## src/hdl/bb1Pkg.sv

```systemverilog
// --------------------
// Shared definitions for the bit-slice datapath
//   data and address widths
//   register and port counts
//   micro-operation encoding
// --------------------
package bb1Pkg;

    // Slice geometry
    localparam int DataWidth = 4;   // One nibble per slice
    localparam int AddrWidth = 2;   // Selects one of four registers
    localparam int NumRegs   = 4;
    localparam int NumPorts  = 4;   // A, B, C and X in that order

    // Port index into the register file's internal arrays
    localparam int PortA = 0;
    localparam int PortB = 1;
    localparam int PortC = 2;
    localparam int PortX = 3;

    typedef logic [DataWidth-1:0] dataT;     // Every data bus
    typedef logic [AddrWidth-1:0] regAddrT;  // Every register address

    // Micro-operations
    // Count bypasses the ALU and bumps register 0 instead
    typedef enum logic [2:0] {
        OpPass  = 3'd0,   // Result is operand A
        OpAdd   = 3'd1,   // A + B, carry out
        OpSub   = 3'd2,   // A - B, borrow out
        OpAnd   = 3'd3,
        OpOr    = 3'd4,
        OpXor   = 3'd5,
        OpCount = 3'd6    // Register 0 increment
    } aluOpT;

endpackage

```

## src/hdl/multiportRam.sv

```systemverilog
// --------------------
// Four-port 4x4 register file
//   ports A, B, C, X with one-hot select
//   ORed write merge on collisions
//   register 0 counter with carry out
//   register 0 vs register 3 equality flag
// --------------------
`timescale 1ns/1ps

module multiportRam (
    input  logic             clk,
    input  logic             rstN,
    input  bb1Pkg::regAddrT  addrA,
    input  logic             enA,
    input  logic             writeA,
    input  logic             readA,
    input  bb1Pkg::dataT     wrDataA,
    output bb1Pkg::dataT     rdDataA,
    input  bb1Pkg::regAddrT  addrB,
    input  logic             enB,
    input  logic             writeB,
    input  logic             readB,
    input  bb1Pkg::dataT     wrDataB,
    output bb1Pkg::dataT     rdDataB,
    input  bb1Pkg::regAddrT  addrC,
    input  logic             enC,
    input  logic             writeC,
    input  logic             readC,
    input  bb1Pkg::dataT     wrDataC,
    output bb1Pkg::dataT     rdDataC,
    input  bb1Pkg::regAddrT  addrX,
    input  logic             enX,
    input  logic             writeX,
    input  logic             readX,
    input  bb1Pkg::dataT     wrDataX,
    output bb1Pkg::dataT     rdDataX,
    input  logic             countEn,    // Increment register 0
    output logic             carryOut,   // Pulse after 15 -> 0 wrap
    output logic             eqFlag      // Register 0 == register 3
);
    import bb1Pkg::*;

    regAddrT             portAddr   [NumPorts];
    logic [NumPorts-1:0] portEn;
    logic [NumPorts-1:0] portWr;
    logic [NumPorts-1:0] portRd;
    dataT                portWrData [NumPorts];
    dataT                portRdData [NumPorts];
    logic [NumRegs-1:0]  sel        [NumPorts];   // One-hot per port
    logic [NumRegs-1:0]  wrHit;                    // Register written this cycle
    dataT                wrData     [NumRegs];     // Merged write data
    dataT                regs       [NumRegs];

    // Gather the loose ports so every port shares one decoder
    assign portAddr   = '{addrA, addrB, addrC, addrX};
    assign portEn     = {enX, enC, enB, enA};
    assign portWr     = {writeX, writeC, writeB, writeA};
    assign portRd     = {readX, readC, readB, readA};
    assign portWrData = '{wrDataA, wrDataB, wrDataC, wrDataX};

    assign rdDataA = portRdData[PortA];
    assign rdDataB = portRdData[PortB];
    assign rdDataC = portRdData[PortC];
    assign rdDataX = portRdData[PortX];

    for (genvar p = 0; p < NumPorts; p++) begin : genPort
        assign sel[p] = portEn[p] ? (NumRegs'(1) << portAddr[p]) : '0;   // Disabled port selects nothing

        // AND-OR read mux, zero when the port is not reading
        always_comb begin
            portRdData[p] = '0;
            for (int r = 0; r < NumRegs; r++) begin
                portRdData[p] |= {DataWidth{sel[p][r] & portRd[p]}} & regs[r];
            end
        end
    end

    // Several writers on one register are ORed, as on the original chip
    always_comb begin
        for (int r = 0; r < NumRegs; r++) begin
            wrHit[r]  = 1'b0;
            wrData[r] = '0;
            for (int p = 0; p < NumPorts; p++) begin
                wrHit[r]  |= sel[p][r] & portWr[p];
                wrData[r] |= {DataWidth{sel[p][r] & portWr[p]}} & portWrData[p];
            end
        end
    end

    always_ff @(posedge clk or negedge rstN) begin
        if (!rstN) begin
            for (int r = 0; r < NumRegs; r++) begin
                regs[r] <= '0;
            end
            carryOut <= 1'b0;
        end else begin
            for (int r = 1; r < NumRegs; r++) begin
                if (wrHit[r]) begin
                    regs[r] <= wrData[r];
                end
            end
            if (wrHit[0]) begin              // Port write beats counting
                regs[0] <= wrData[0];
            end else if (countEn) begin
                regs[0] <= regs[0] + 1'b1;  // Wraps 15 -> 0
            end
            carryOut <= countEn && !wrHit[0] && (&regs[0]);  // High one cycle only
        end
    end

    assign eqFlag = (regs[0] == regs[NumRegs-1]);

endmodule

```

## src/hdl/sliceAlu.sv

```systemverilog
// --------------------
// Slice ALU
//   operand bypass from own result register
//   pass, add, sub and logic ops
//   registered result, carry and zero flags
// --------------------
`timescale 1ns/1ps

module sliceAlu (
    input  logic           clk,
    input  logic           rstN,
    input  bb1Pkg::dataT   opA,        // Port A read data
    input  bb1Pkg::dataT   opB,        // Port B read data
    input  bb1Pkg::aluOpT  aluOp,
    input  logic           fwdA,       // Take A from result register
    input  logic           fwdB,       // Take B from result register
    input  logic           load,       // Register result and flags
    output bb1Pkg::dataT   result,
    output logic           carryFlag,
    output logic           zeroFlag
);
    import bb1Pkg::*;

    dataT               aIn;
    dataT               bIn;
    logic [DataWidth:0] aluOut;   // Top bit is carry or borrow

    // Result register still holds the value not yet written back
    assign aIn = fwdA ? result : opA;
    assign bIn = fwdB ? result : opB;

    always_comb begin
        aluOut = '0;
        case (aluOp)
            OpPass:  aluOut = {1'b0, aIn};
            OpAdd:   aluOut = {1'b0, aIn} + {1'b0, bIn};
            OpSub:   aluOut = {1'b0, aIn} - {1'b0, bIn};   // Borrow lands in top bit
            OpAnd:   aluOut = {1'b0, aIn & bIn};
            OpOr:    aluOut = {1'b0, aIn | bIn};
            OpXor:   aluOut = {1'b0, aIn ^ bIn};
            default: aluOut = {1'b0, aIn};   // Count never loads
        endcase
    end

    always_ff @(posedge clk) begin
        if (load) begin
            result <= aluOut[DataWidth-1:0];
        end
    end

    always_ff @(posedge clk or negedge rstN) begin
        if (!rstN) begin
            carryFlag <= 1'b0;
            zeroFlag  <= 1'b0;
        end else if (load) begin
            carryFlag <= aluOut[DataWidth];
            zeroFlag  <= (aluOut[DataWidth-1:0] == '0);
        end
    end

endmodule

```

## src/hdl/sliceController.sv

```systemverilog
// --------------------
// Micro-instruction decode
//   port A/B read strobes, ALU load, count enable
//   one-deep writeback stage on port C
//   bypass selects against pending destination
// --------------------
`timescale 1ns/1ps

module sliceController (
    input  logic             clk,
    input  logic             rstN,
    input  logic             opValid,   // One instruction per high cycle
    input  bb1Pkg::aluOpT    opCode,
    input  bb1Pkg::regAddrT  srcA,
    input  bb1Pkg::regAddrT  srcB,
    input  bb1Pkg::regAddrT  dst,
    output bb1Pkg::regAddrT  addrA,
    output bb1Pkg::regAddrT  addrB,
    output bb1Pkg::regAddrT  addrC,
    output logic             enA,
    output logic             readA,
    output logic             enB,
    output logic             readB,
    output logic             enC,
    output logic             writeC,
    output logic             countEn,
    output logic             aluLoad,
    output logic             fwdA,
    output logic             fwdB,
    output logic             resultValid,
    output bb1Pkg::aluOpT    aluOp
);
    import bb1Pkg::*;

    logic    aluIssue;    // ALU instruction this cycle
    logic    pendValid;   // Result waiting for writeback
    regAddrT pendDst;     // Where it goes

    assign aluIssue = opValid && (opCode != OpCount);
    assign countEn  = opValid && (opCode == OpCount);   // Straight to register 0

    // Operands read in the issue cycle
    assign addrA   = srcA;
    assign addrB   = srcB;
    assign enA     = aluIssue;
    assign readA   = aluIssue;
    assign enB     = aluIssue;
    assign readB   = aluIssue;
    assign aluOp   = opCode;
    assign aluLoad = aluIssue;

    // Previous result not in the file yet, so read it from the ALU
    assign fwdA = aluIssue && pendValid && (srcA == pendDst);
    assign fwdB = aluIssue && pendValid && (srcB == pendDst);

    always_ff @(posedge clk or negedge rstN) begin
        if (!rstN) begin
            pendValid <= 1'b0;
        end else begin
            pendValid <= aluIssue;   // Count leaves no writeback
        end
    end

    always_ff @(posedge clk) begin
        if (aluIssue) begin
            pendDst <= dst;
        end
    end

    // Writeback one edge after the result is registered
    assign addrC       = pendDst;
    assign enC         = pendValid;
    assign writeC      = pendValid;
    assign resultValid = pendValid;   // Same cycle the result is on show

endmodule

```

## src/hdl/sliceTop.sv

```systemverilog
// --------------------
// Bit-slice top level
//   controller, ALU and register file
//   host port X straight to the file
// --------------------
`timescale 1ns/1ps

module sliceTop (
    input  logic             clk,
    input  logic             rstN,
    input  logic             opValid,
    input  bb1Pkg::aluOpT    opCode,
    input  bb1Pkg::regAddrT  srcA,
    input  bb1Pkg::regAddrT  srcB,
    input  bb1Pkg::regAddrT  dst,
    input  logic             xEn,
    input  logic             xWrite,
    input  logic             xRead,
    input  bb1Pkg::regAddrT  xAddr,
    input  bb1Pkg::dataT     xWrData,
    output bb1Pkg::dataT     xRdData,
    output bb1Pkg::dataT     result,
    output logic             resultValid,
    output logic             carryFlag,
    output logic             zeroFlag,
    output logic             carryOut,
    output logic             eqFlag
);
    import bb1Pkg::*;

    regAddrT addrA, addrB, addrC;
    logic    enA, readA, enB, readB, enC, writeC;
    logic    countEn, aluLoad, fwdA, fwdB;
    aluOpT   aluOp;
    dataT    rdA, rdB;

    sliceController ctrl0 (
        .clk, .rstN, .opValid, .opCode, .srcA, .srcB, .dst,
        .addrA, .addrB, .addrC,
        .enA, .readA, .enB, .readB, .enC, .writeC,
        .countEn, .aluLoad, .fwdA, .fwdB, .resultValid, .aluOp
    );

    sliceAlu alu0 (
        .clk, .rstN,
        .opA (rdA),
        .opB (rdB),
        .aluOp, .fwdA, .fwdB,
        .load (aluLoad),
        .result, .carryFlag, .zeroFlag
    );

    // A and B only read, C only writes
    multiportRam ram0 (
        .clk, .rstN,
        .addrA, .enA, .writeA (1'b0), .readA, .wrDataA ('0), .rdDataA (rdA),
        .addrB, .enB, .writeB (1'b0), .readB, .wrDataB ('0), .rdDataB (rdB),
        .addrC, .enC, .writeC, .readC (1'b0), .wrDataC (result), .rdDataC (),
        .addrX (xAddr), .enX (xEn), .writeX (xWrite), .readX (xRead),
        .wrDataX (xWrData), .rdDataX (xRdData),
        .countEn, .carryOut, .eqFlag
    );

endmodule

```

## config.mk

```make
export PLATFORM = sky130hd
export DESIGN_NAME = sliceTop
export DESIGN_NICKNAME = d
export VERILOG_FILES = /design/src/hdl/bb1Pkg.sv /design/src/hdl/multiportRam.sv /design/src/hdl/sliceAlu.sv /design/src/hdl/sliceController.sv /design/src/hdl/sliceTop.sv
export SDC_FILE = /design/constraint.sdc
export NUM_CORES = 1
export LEC_CHECK = 0
export BUFFER_PORTS_ARGS = -buffer_cell sky130_fd_sc_hd__buf_2
export CAP_MARGIN = 15
export CORE_AREA = 2 2 65 67
export CTS_CLUSTER_DIAMETER = 150
export DETAILED_ROUTE_END_ITERATION = 8
export DIE_AREA = 0 0 67 69
export PLACE_DENSITY = 0.85
export SLEW_MARGIN = 20
export SYNTH_ARGS = -nofsm -noshare
export SYNTH_HDL_FRONTEND = slang
export SYNTH_SLANG_ARGS = --single-unit
export TNS_END_PERCENT = 20
```

## constraint.sdc

```tcl
create_clock -name clk -period 4.85 [get_ports clk]
set_input_delay 0.2425 -clock clk [delete_from_list [all_inputs] [get_ports clk]]
set_output_delay 0.2425 -clock clk [all_outputs]
set_load 0.01 [all_outputs]
```

==> results of run 1 <==
layout make-up:
type                       count  share of cell area, %
multi-input combinational    209                   60.2
sequential                    26                   25.9
timing repair buffer          35                   6.94
clock buffer                   4                   2.52
tap                           50                   2.38
inverter                      15                   2.14
Yosys cell counts, drive strengths merged (4+ instances only):
library cell  count  area [um2]
edfxtp            6         180
xnor2            10         110
o21ai             7        35.0
nand4             7        43.8
nand2            43         161
o31ai             8        75.1
mux4             12         278
buf               8        65.1
nor2             16        60.1
xor2              8        70.1
inv              15        56.3
nor3              6        30.0
a21o              4        30.0
ha               11         138
dfrtp            20         500
a22oi            17         128
clkbuf            6        22.5
nand3             8        40.0
a21oi            19        95.1
and3              5        31.3
critical path, stage by stage (launching register included):
cell and delay [ns]:
dfrtp_1 0.56, inv_1 0.24, o31ai_1 0.38, a21oi_1 0.18, nor2_1 0.16, nor2_1 0.07, xnor2_1 0.21, ha_1 0.28
a21oi_1 0.24, o21ai_0 0.11, a211o_1 0.29, or3_4 0.39, o31ai_2 0.26
flip-flops by register name, summed over array words and instances (netlist names):
signal,cells
alu0.carryFlag,1
ctrl0.addrC,2
ram0.regs,16
alu0.zeroFlag,1
ctrl0.enC,1
alu0.result,4
ram0.carryOut,1
routing by layer:
layer  GRT usage (%)  up-vias  wire length [um]
met2            43.3      147              2900
met1            40.4     1048              2360
li1                -     1036                 -
met3            5.22       29               685
met5               0        -                 0
met4            10.7        0               214
stage by stage:
stage	setup slack, ns	std cells	power [W]	cell area, um2	utilization (%)
after detailed placement	1.38	334	0.000805	2550	65.3
after CTS	1.38	339	0.000967	2630	67.2
final	1.38	339	0.000970	2630	67.2
after floorplan	1.70	264	0.000680	2410	-
after global routing	1.02	339	0.00104	2630	67.2
after global placement	1.52	334	0.000788	2550	65.3
final timing paths:
kind | slack (ns) | end | cells after the start
setup / recovery | 1.38 | alu0.zeroFlag | 12
hold / removal | 0.14 | ctrl0.addrC[1] | 1
setup reg to reg | 1.38 | alu0.zeroFlag | 12
hold reg to reg | 0.51 | alu0.carryFlag | 1
max in group asynchronous | 4.09 | alu0.zeroFlag | 2
min in group asynchronous | 0.43 | ram0.regs[10] | 2
logic make-up (layout without fill, tap and decap cells):
kind of cell,after synthesis,count (layout),share of synthesized area (%)
adders and majority gates,12,12,6.55
muxes,13,13,12.2
DFF,26,26,28.3
and+or+nand+nor,96,96,18.6
AOI/OAI and AO/OA,70,70,21.0
xor gates and xnor gates,18,18,7.48
buffers and inverters,29,54,5.98
where the power goes:
part / switching, W / total (W) / internal, W / leakage (nW)
logic: 0.000228 / 0.000444 / 0.000216 / 0.866
clock network: 0.0000702 / 0.000160 / 0.0000898 / 0.0339
registers: 0.0000897 / 0.000367 / 0.000277 / 0.312
what timing repair did:
item                                   CTS  global route
hold buffers                             1             0
endpoints found under the hold margin   20             0
buffers inserted                         0             0
==> results_dict.tcl, run 1 <==
set metrics [dict create \
    layout-drive-gt1-share_pct 20.4 \
    leakagePower_nw 1.21 \
    hold_violations 0 \
    fp.dieW_um 67 \
    ys_async_sr_fraction_pct 76.9 \
    hold_start "dst[1]" \
    num_rows 23 \
    dp_hpwl_mm 4.87 \
    ctsResizeCount 0 \
    whs_ns 0.143 \
    drt_wl_total_mm 6.16 \
    diodes 0 \
    finalCritPeriodShare_pct 71.5 \
    clk_pin_slew_ns 0.08 \
    drv_cap 0 \
    status "complete, no violations" \
    drcViolationCount 0 \
    drt-pass1-iter-count 5 \
    skew_ns 0.0134 \
    crit_fanout 13 \
    critPathRequiredTime_ns 5.03 \
    die_area_mm2 0.00462 \
    cts_root_buf "clkbuf_8" \
    rr_startpoint "ctrl0.enC" \
    vdd_ir_drop_max_mv 0.259 \
    cts_tree "yes" \
    grt_pass1_wl_mm 10.2 \
    ant_nets 0 \
    syn_avg_cell_area_um2 9.12 \
    final_common_cell "nand2_1" \
    numCtsBuffers 3 \
    vias_per_cell 6.67 \
    startpoint "ctrl0.enC" \
    worstSkewPairLatency_ns 0.28 \
    drv_slew 0 \
    syn_to_final_growth_pct 9.30 \
    grt-ovfl-total 0 \
    grt_start_max_net_pins 21 \
    nNetsFinal 323 \
    grt_use_total_pct 28.5 \
    period_minus_slack_ns 3.47 \
    antenna_found_initial 0 \
    worstPathArrival_ns 3.64 \
    clock_path_buffers 2 \
    clock_sinks 26 \
    ys_seq_area_share_pct 28.3 \
    worstMarginPinSlew_ns 0.739 \
    setup_tns_ns 0 \
    crit_path_start_kind "flip-flop" \
    hp-class "in2reg" \
    regArea_um2 681 \
    synth_flop_cell "dfrtp_1" \
    multi_input_area_mm2 0.00158 \
    ios 34 \
    fillers 316 \
    wl_per_cell_um 18.2 \
    vias 2260 \
    die_height_um 69 \
    synthesis.area_mm2 0.00241 \
    slew_headroom_pct 50.4 \
    yosys_register_bits 26 \
    rsz0062_at_grt "false" \
    setup_viol 0 \
    ys_types 47 \
    synth_edf_count 6 \
    critPathCaptureType "flip-flop" \
    most-common-layout-cells "nand2_1 (43), buf_2 (33), dfrtp_1 (20)" \
    netlist_instances 264 \
    grt_pass1_vias 2114 \
    drt-initial-drc-count 215 \
    fmax_mhz 288 \
    syn_nets 297 \
    gp_congestion 1.01 \
    core_mm2 0.00391 \
    place.port_buffers 33 \
    path_class "reg2reg" \
    ys.warnings.count 0 \
    cts.htree.levels 1 \
    start_util_pct 61.5 \
    power_density_mw_per_mm2 369 \
]
Power figures use the tool's default switching activity.
==> inputs of run 2 (changes only) <==
--- a/config.mk
+++ b/config.mk
@@ -7,11 +7,11 @@
 export LEC_CHECK = 0
 export BUFFER_PORTS_ARGS = -buffer_cell sky130_fd_sc_hd__buf_2
 export CAP_MARGIN = 15
-export CORE_AREA = 2 2 65 67
+export CORE_AREA = 2 2 68 70
 export CTS_CLUSTER_DIAMETER = 150
 export DETAILED_ROUTE_END_ITERATION = 8
-export DIE_AREA = 0 0 67 69
-export PLACE_DENSITY = 0.85
+export DIE_AREA = 0 0 70 72
+export PLACE_DENSITY = 0.78
 export SLEW_MARGIN = 20
 export SYNTH_ARGS = -nofsm -noshare
 export SYNTH_HDL_FRONTEND = slang
==> constraint.sdc (replaced) <==
create_clock -name clk -period 3.6 [get_ports clk]
set_input_delay 0.18 -clock clk [delete_from_list [all_inputs] [get_ports clk]]
set_output_delay 0.18 -clock clk [all_outputs]
set_load 0.01 [all_outputs]
==> run 2 against run 1 <==
  * Combinational power grew 44%
  * Clock power is 37% higher
  * Critical path depth shrank 2
  * Die area grew 9.0%
  * Power rose by 38%
  * Setup slack got worse by 1.1 ns
  * Flip-flop and latch count unchanged
  * Clock skew fell by 0.0015 ns
  * Worst hold slack worse by 0.069 ns
  * First-iteration DRC count decreased by 33%
  * Critical endpoint unchanged
==> results_dict.tcl, run 2 (synthesis results as in run 1) <==
set metrics [dict create \
    dp_hpwl_mm 4.94 \
    drv_slew 0 \
    layout-drive-gt1-share_pct 23.3 \
    slowest_delay_ns 0.54 \
    crit_top_cell "o31ai_2" \
    clk_pin_slew_ns 0.08 \
    timing.rr.end "alu0.zeroFlag" \
    grt_use_total_pct 26.5 \
    place_ws_ns 0.265 \
    hold_start "dst[1]" \
    leakagePower_nw 1.25 \
    hold_violations 0 \
    status "complete, no violations" \
    cts_tree "yes" \
    worstPathCellList "buf_4 > xor2_1 > o31ai_2 > a21oi_1 > ha_1 > a222oi_1 > a211oi_1 > a211o_1 > or3_4 > o31ai_2" \
    most-common-layout-cells "nand2_1 (43), buf_2 (33), dfrtp_1 (19)" \
    power_switching_w 0.000536 \
    p_sw_share_pct 40.0 \
    p_comb_share_pct 47.7 \
    grt_start_max_net_pins 21 \
    final_core_util_pct 63.3 \
    crit_path_start_kind "flip-flop" \
    rr_startpoint "ctrl0.addrC[0]" \
    numCtsBuffers 3 \
    power_frac_seq_pct 35.9 \
    gp_congestion 0.999 \
    p_total_w 0.00134 \
    hold-path-endpoint "ctrl0.addrC[1]" \
    power_density_mw_per_mm2 497 \
    fillers 383 \
    largest_register_ffs 16 \
    slew_headroom_pct 48.1 \
    num_rows 24 \
    vias_per_cell 6.43 \
    grt-ovfl-total 0 \
    worstMarginPinSlew_ns 0.773 \
    clock_path_buffers 2 \
    grt_pass1_vias 2144 \
    fp.dieW_um 70 \
    setup_tns_ns 0 \
    drt_wl_total_mm 6.36 \
    crit_fanout 7 \
    worstSkewPairLatency_ns 0.28 \
    vias 2236 \
    die_height_um 72 \
    drcViolationCount 0 \
    skew_ns 0.0119 \
    worstPathArrival_ns 3.54 \
    ios 34 \
    multi_input_area_mm2 0.00159 \
    start_util_pct 56.5 \
    fmax_mhz 298 \
    r2r_setup_slack_ns 0.25 \
    reg2regPathDepth 10 \
    grt_pass1_wl_mm 10.6 \
    die_area_mm2 0.00504 \
    internal-power_w 0.000805 \
    critPathRequiredTime_ns 3.79 \
    p_clk_share_pct 16.4 \
    fin_ws_ns 0.247 \
    period_minus_slack_ns 3.35 \
    diodes 0 \
    cts_root_buf "clkbuf_8" \
    cpMaxStageDelayCell "edfxtp_1" \
    wl_per_cell_um 18.3 \
    regArea_um2 682 \
    path_class "reg2reg" \
    drt-pass1-iter-count 4 \
    hp-class "in2reg" \
    place.port_buffers 33 \
    top_register "ram0.regs" \
    whs_path_depth 1 \
    syn_to_final_growth_pct 12.1 \
    cts.htree.levels 1 \
    clock_sinks 26 \
    drv_cap 0 \
    core_mm2 0.00426 \
    critPathCaptureType "flip-flop" \
    whs_ns 0.0738 \
    finalCritPeriodShare_pct 93.1 \
    vdd_ir_drop_max_mv 0.283 \
    setup_viol 0 \
    nNetsFinal 330 \
    ant_nets 0 \
    final_common_cell "nand2_1" \
    antenna_found_initial 0 \
    drt-initial-drc-count 143 \
]
-- run 2: timing repair --
| item | CTS | global route |
|---|---|---|
| setup buffers | 0 | 3 |
| endpoints found under the setup margin | 0 | 1 |
| hold endpoints to repair | 20 | 0 |
| gates resized for setup | 0 | 3 |
| hold buffers | 1 | 0 |
-- run 2: how the worst max path moves through the flow --
stage | startpoint | end | depth (start not counted)
4_1_cts | ram0.regs[12] | alu0.zeroFlag | 12
5_1_grt | ctrl0.addrC[1] | alu0.zeroFlag | 12
2_1_floorplan | ram0.regs[12] | alu0.zeroFlag | 12
3_3_place_gp | ram0.regs[12] | alu0.zeroFlag | 12
3_5_place_dp | srcB[0] | alu0.zeroFlag | 13
6_report | ctrl0.addrC[0] | alu0.zeroFlag | 10
-- run 2: worst max-delay path: cells and delay by family, from the launching register on --
family / cells / cell delay (ns)
AOI/OAI and AO/OA: 6 / 1.58
xor gates and xnor gates: 1 / 0.26
DFF: 1 / 0.54
adders and majority gates: 1 / 0.29
and+or+nand+nor: 1 / 0.39
buffers and inverters: 1 / 0.20
-- run 2: metrics by stage --
stage	instances	area, um2
6_report	348	2700
5_1_grt	348	2700
4_1_cts	345	2660
3_5_place_dp	340	2590
3_3_place_gp	340	2590
2_1_floorplan	264	2410
-- run 2: routing by layer --
| metal | share of wire [%] | track usage (%) | up-vias |
|---|---|---|---|
| met5 | 0 | 0 | - |
| met4 | 0.85 | 4.27 | 0 |
| met3 | 8.5 | 3.75 | 8 |
| met2 | 48 | 43.2 | 102 |
| met1 | 42 | 38.6 | 1073 |
| li1 | - | - | 1053 |
-- run 2: cell type report --
class | count | share of cell area (%)
clock buffer | 4 | 2.46
timing repair buffer | 42 | 8.72
sequential | 26 | 25.3
tap | 52 | 2.41
multi-input combinational | 209 | 59.1
inverter | 15 | 2.09
-- run 2: power by group through the flow --
| stage | Clock (W) | Sequential (W) | Combinational [W] |
|---|---|---|---|
| floorplan | 0 | 0.000448 | 0.000468 |
| global placement | 0 | 0.000475 | 0.000606 |
| detailed placement | 0 | 0.000479 | 0.000620 |
| CTS | 0.000225 | 0.000474 | 0.000625 |
| global route | 0.000233 | 0.000484 | 0.000718 |
| finish | 0.000220 | 0.000481 | 0.000640 |
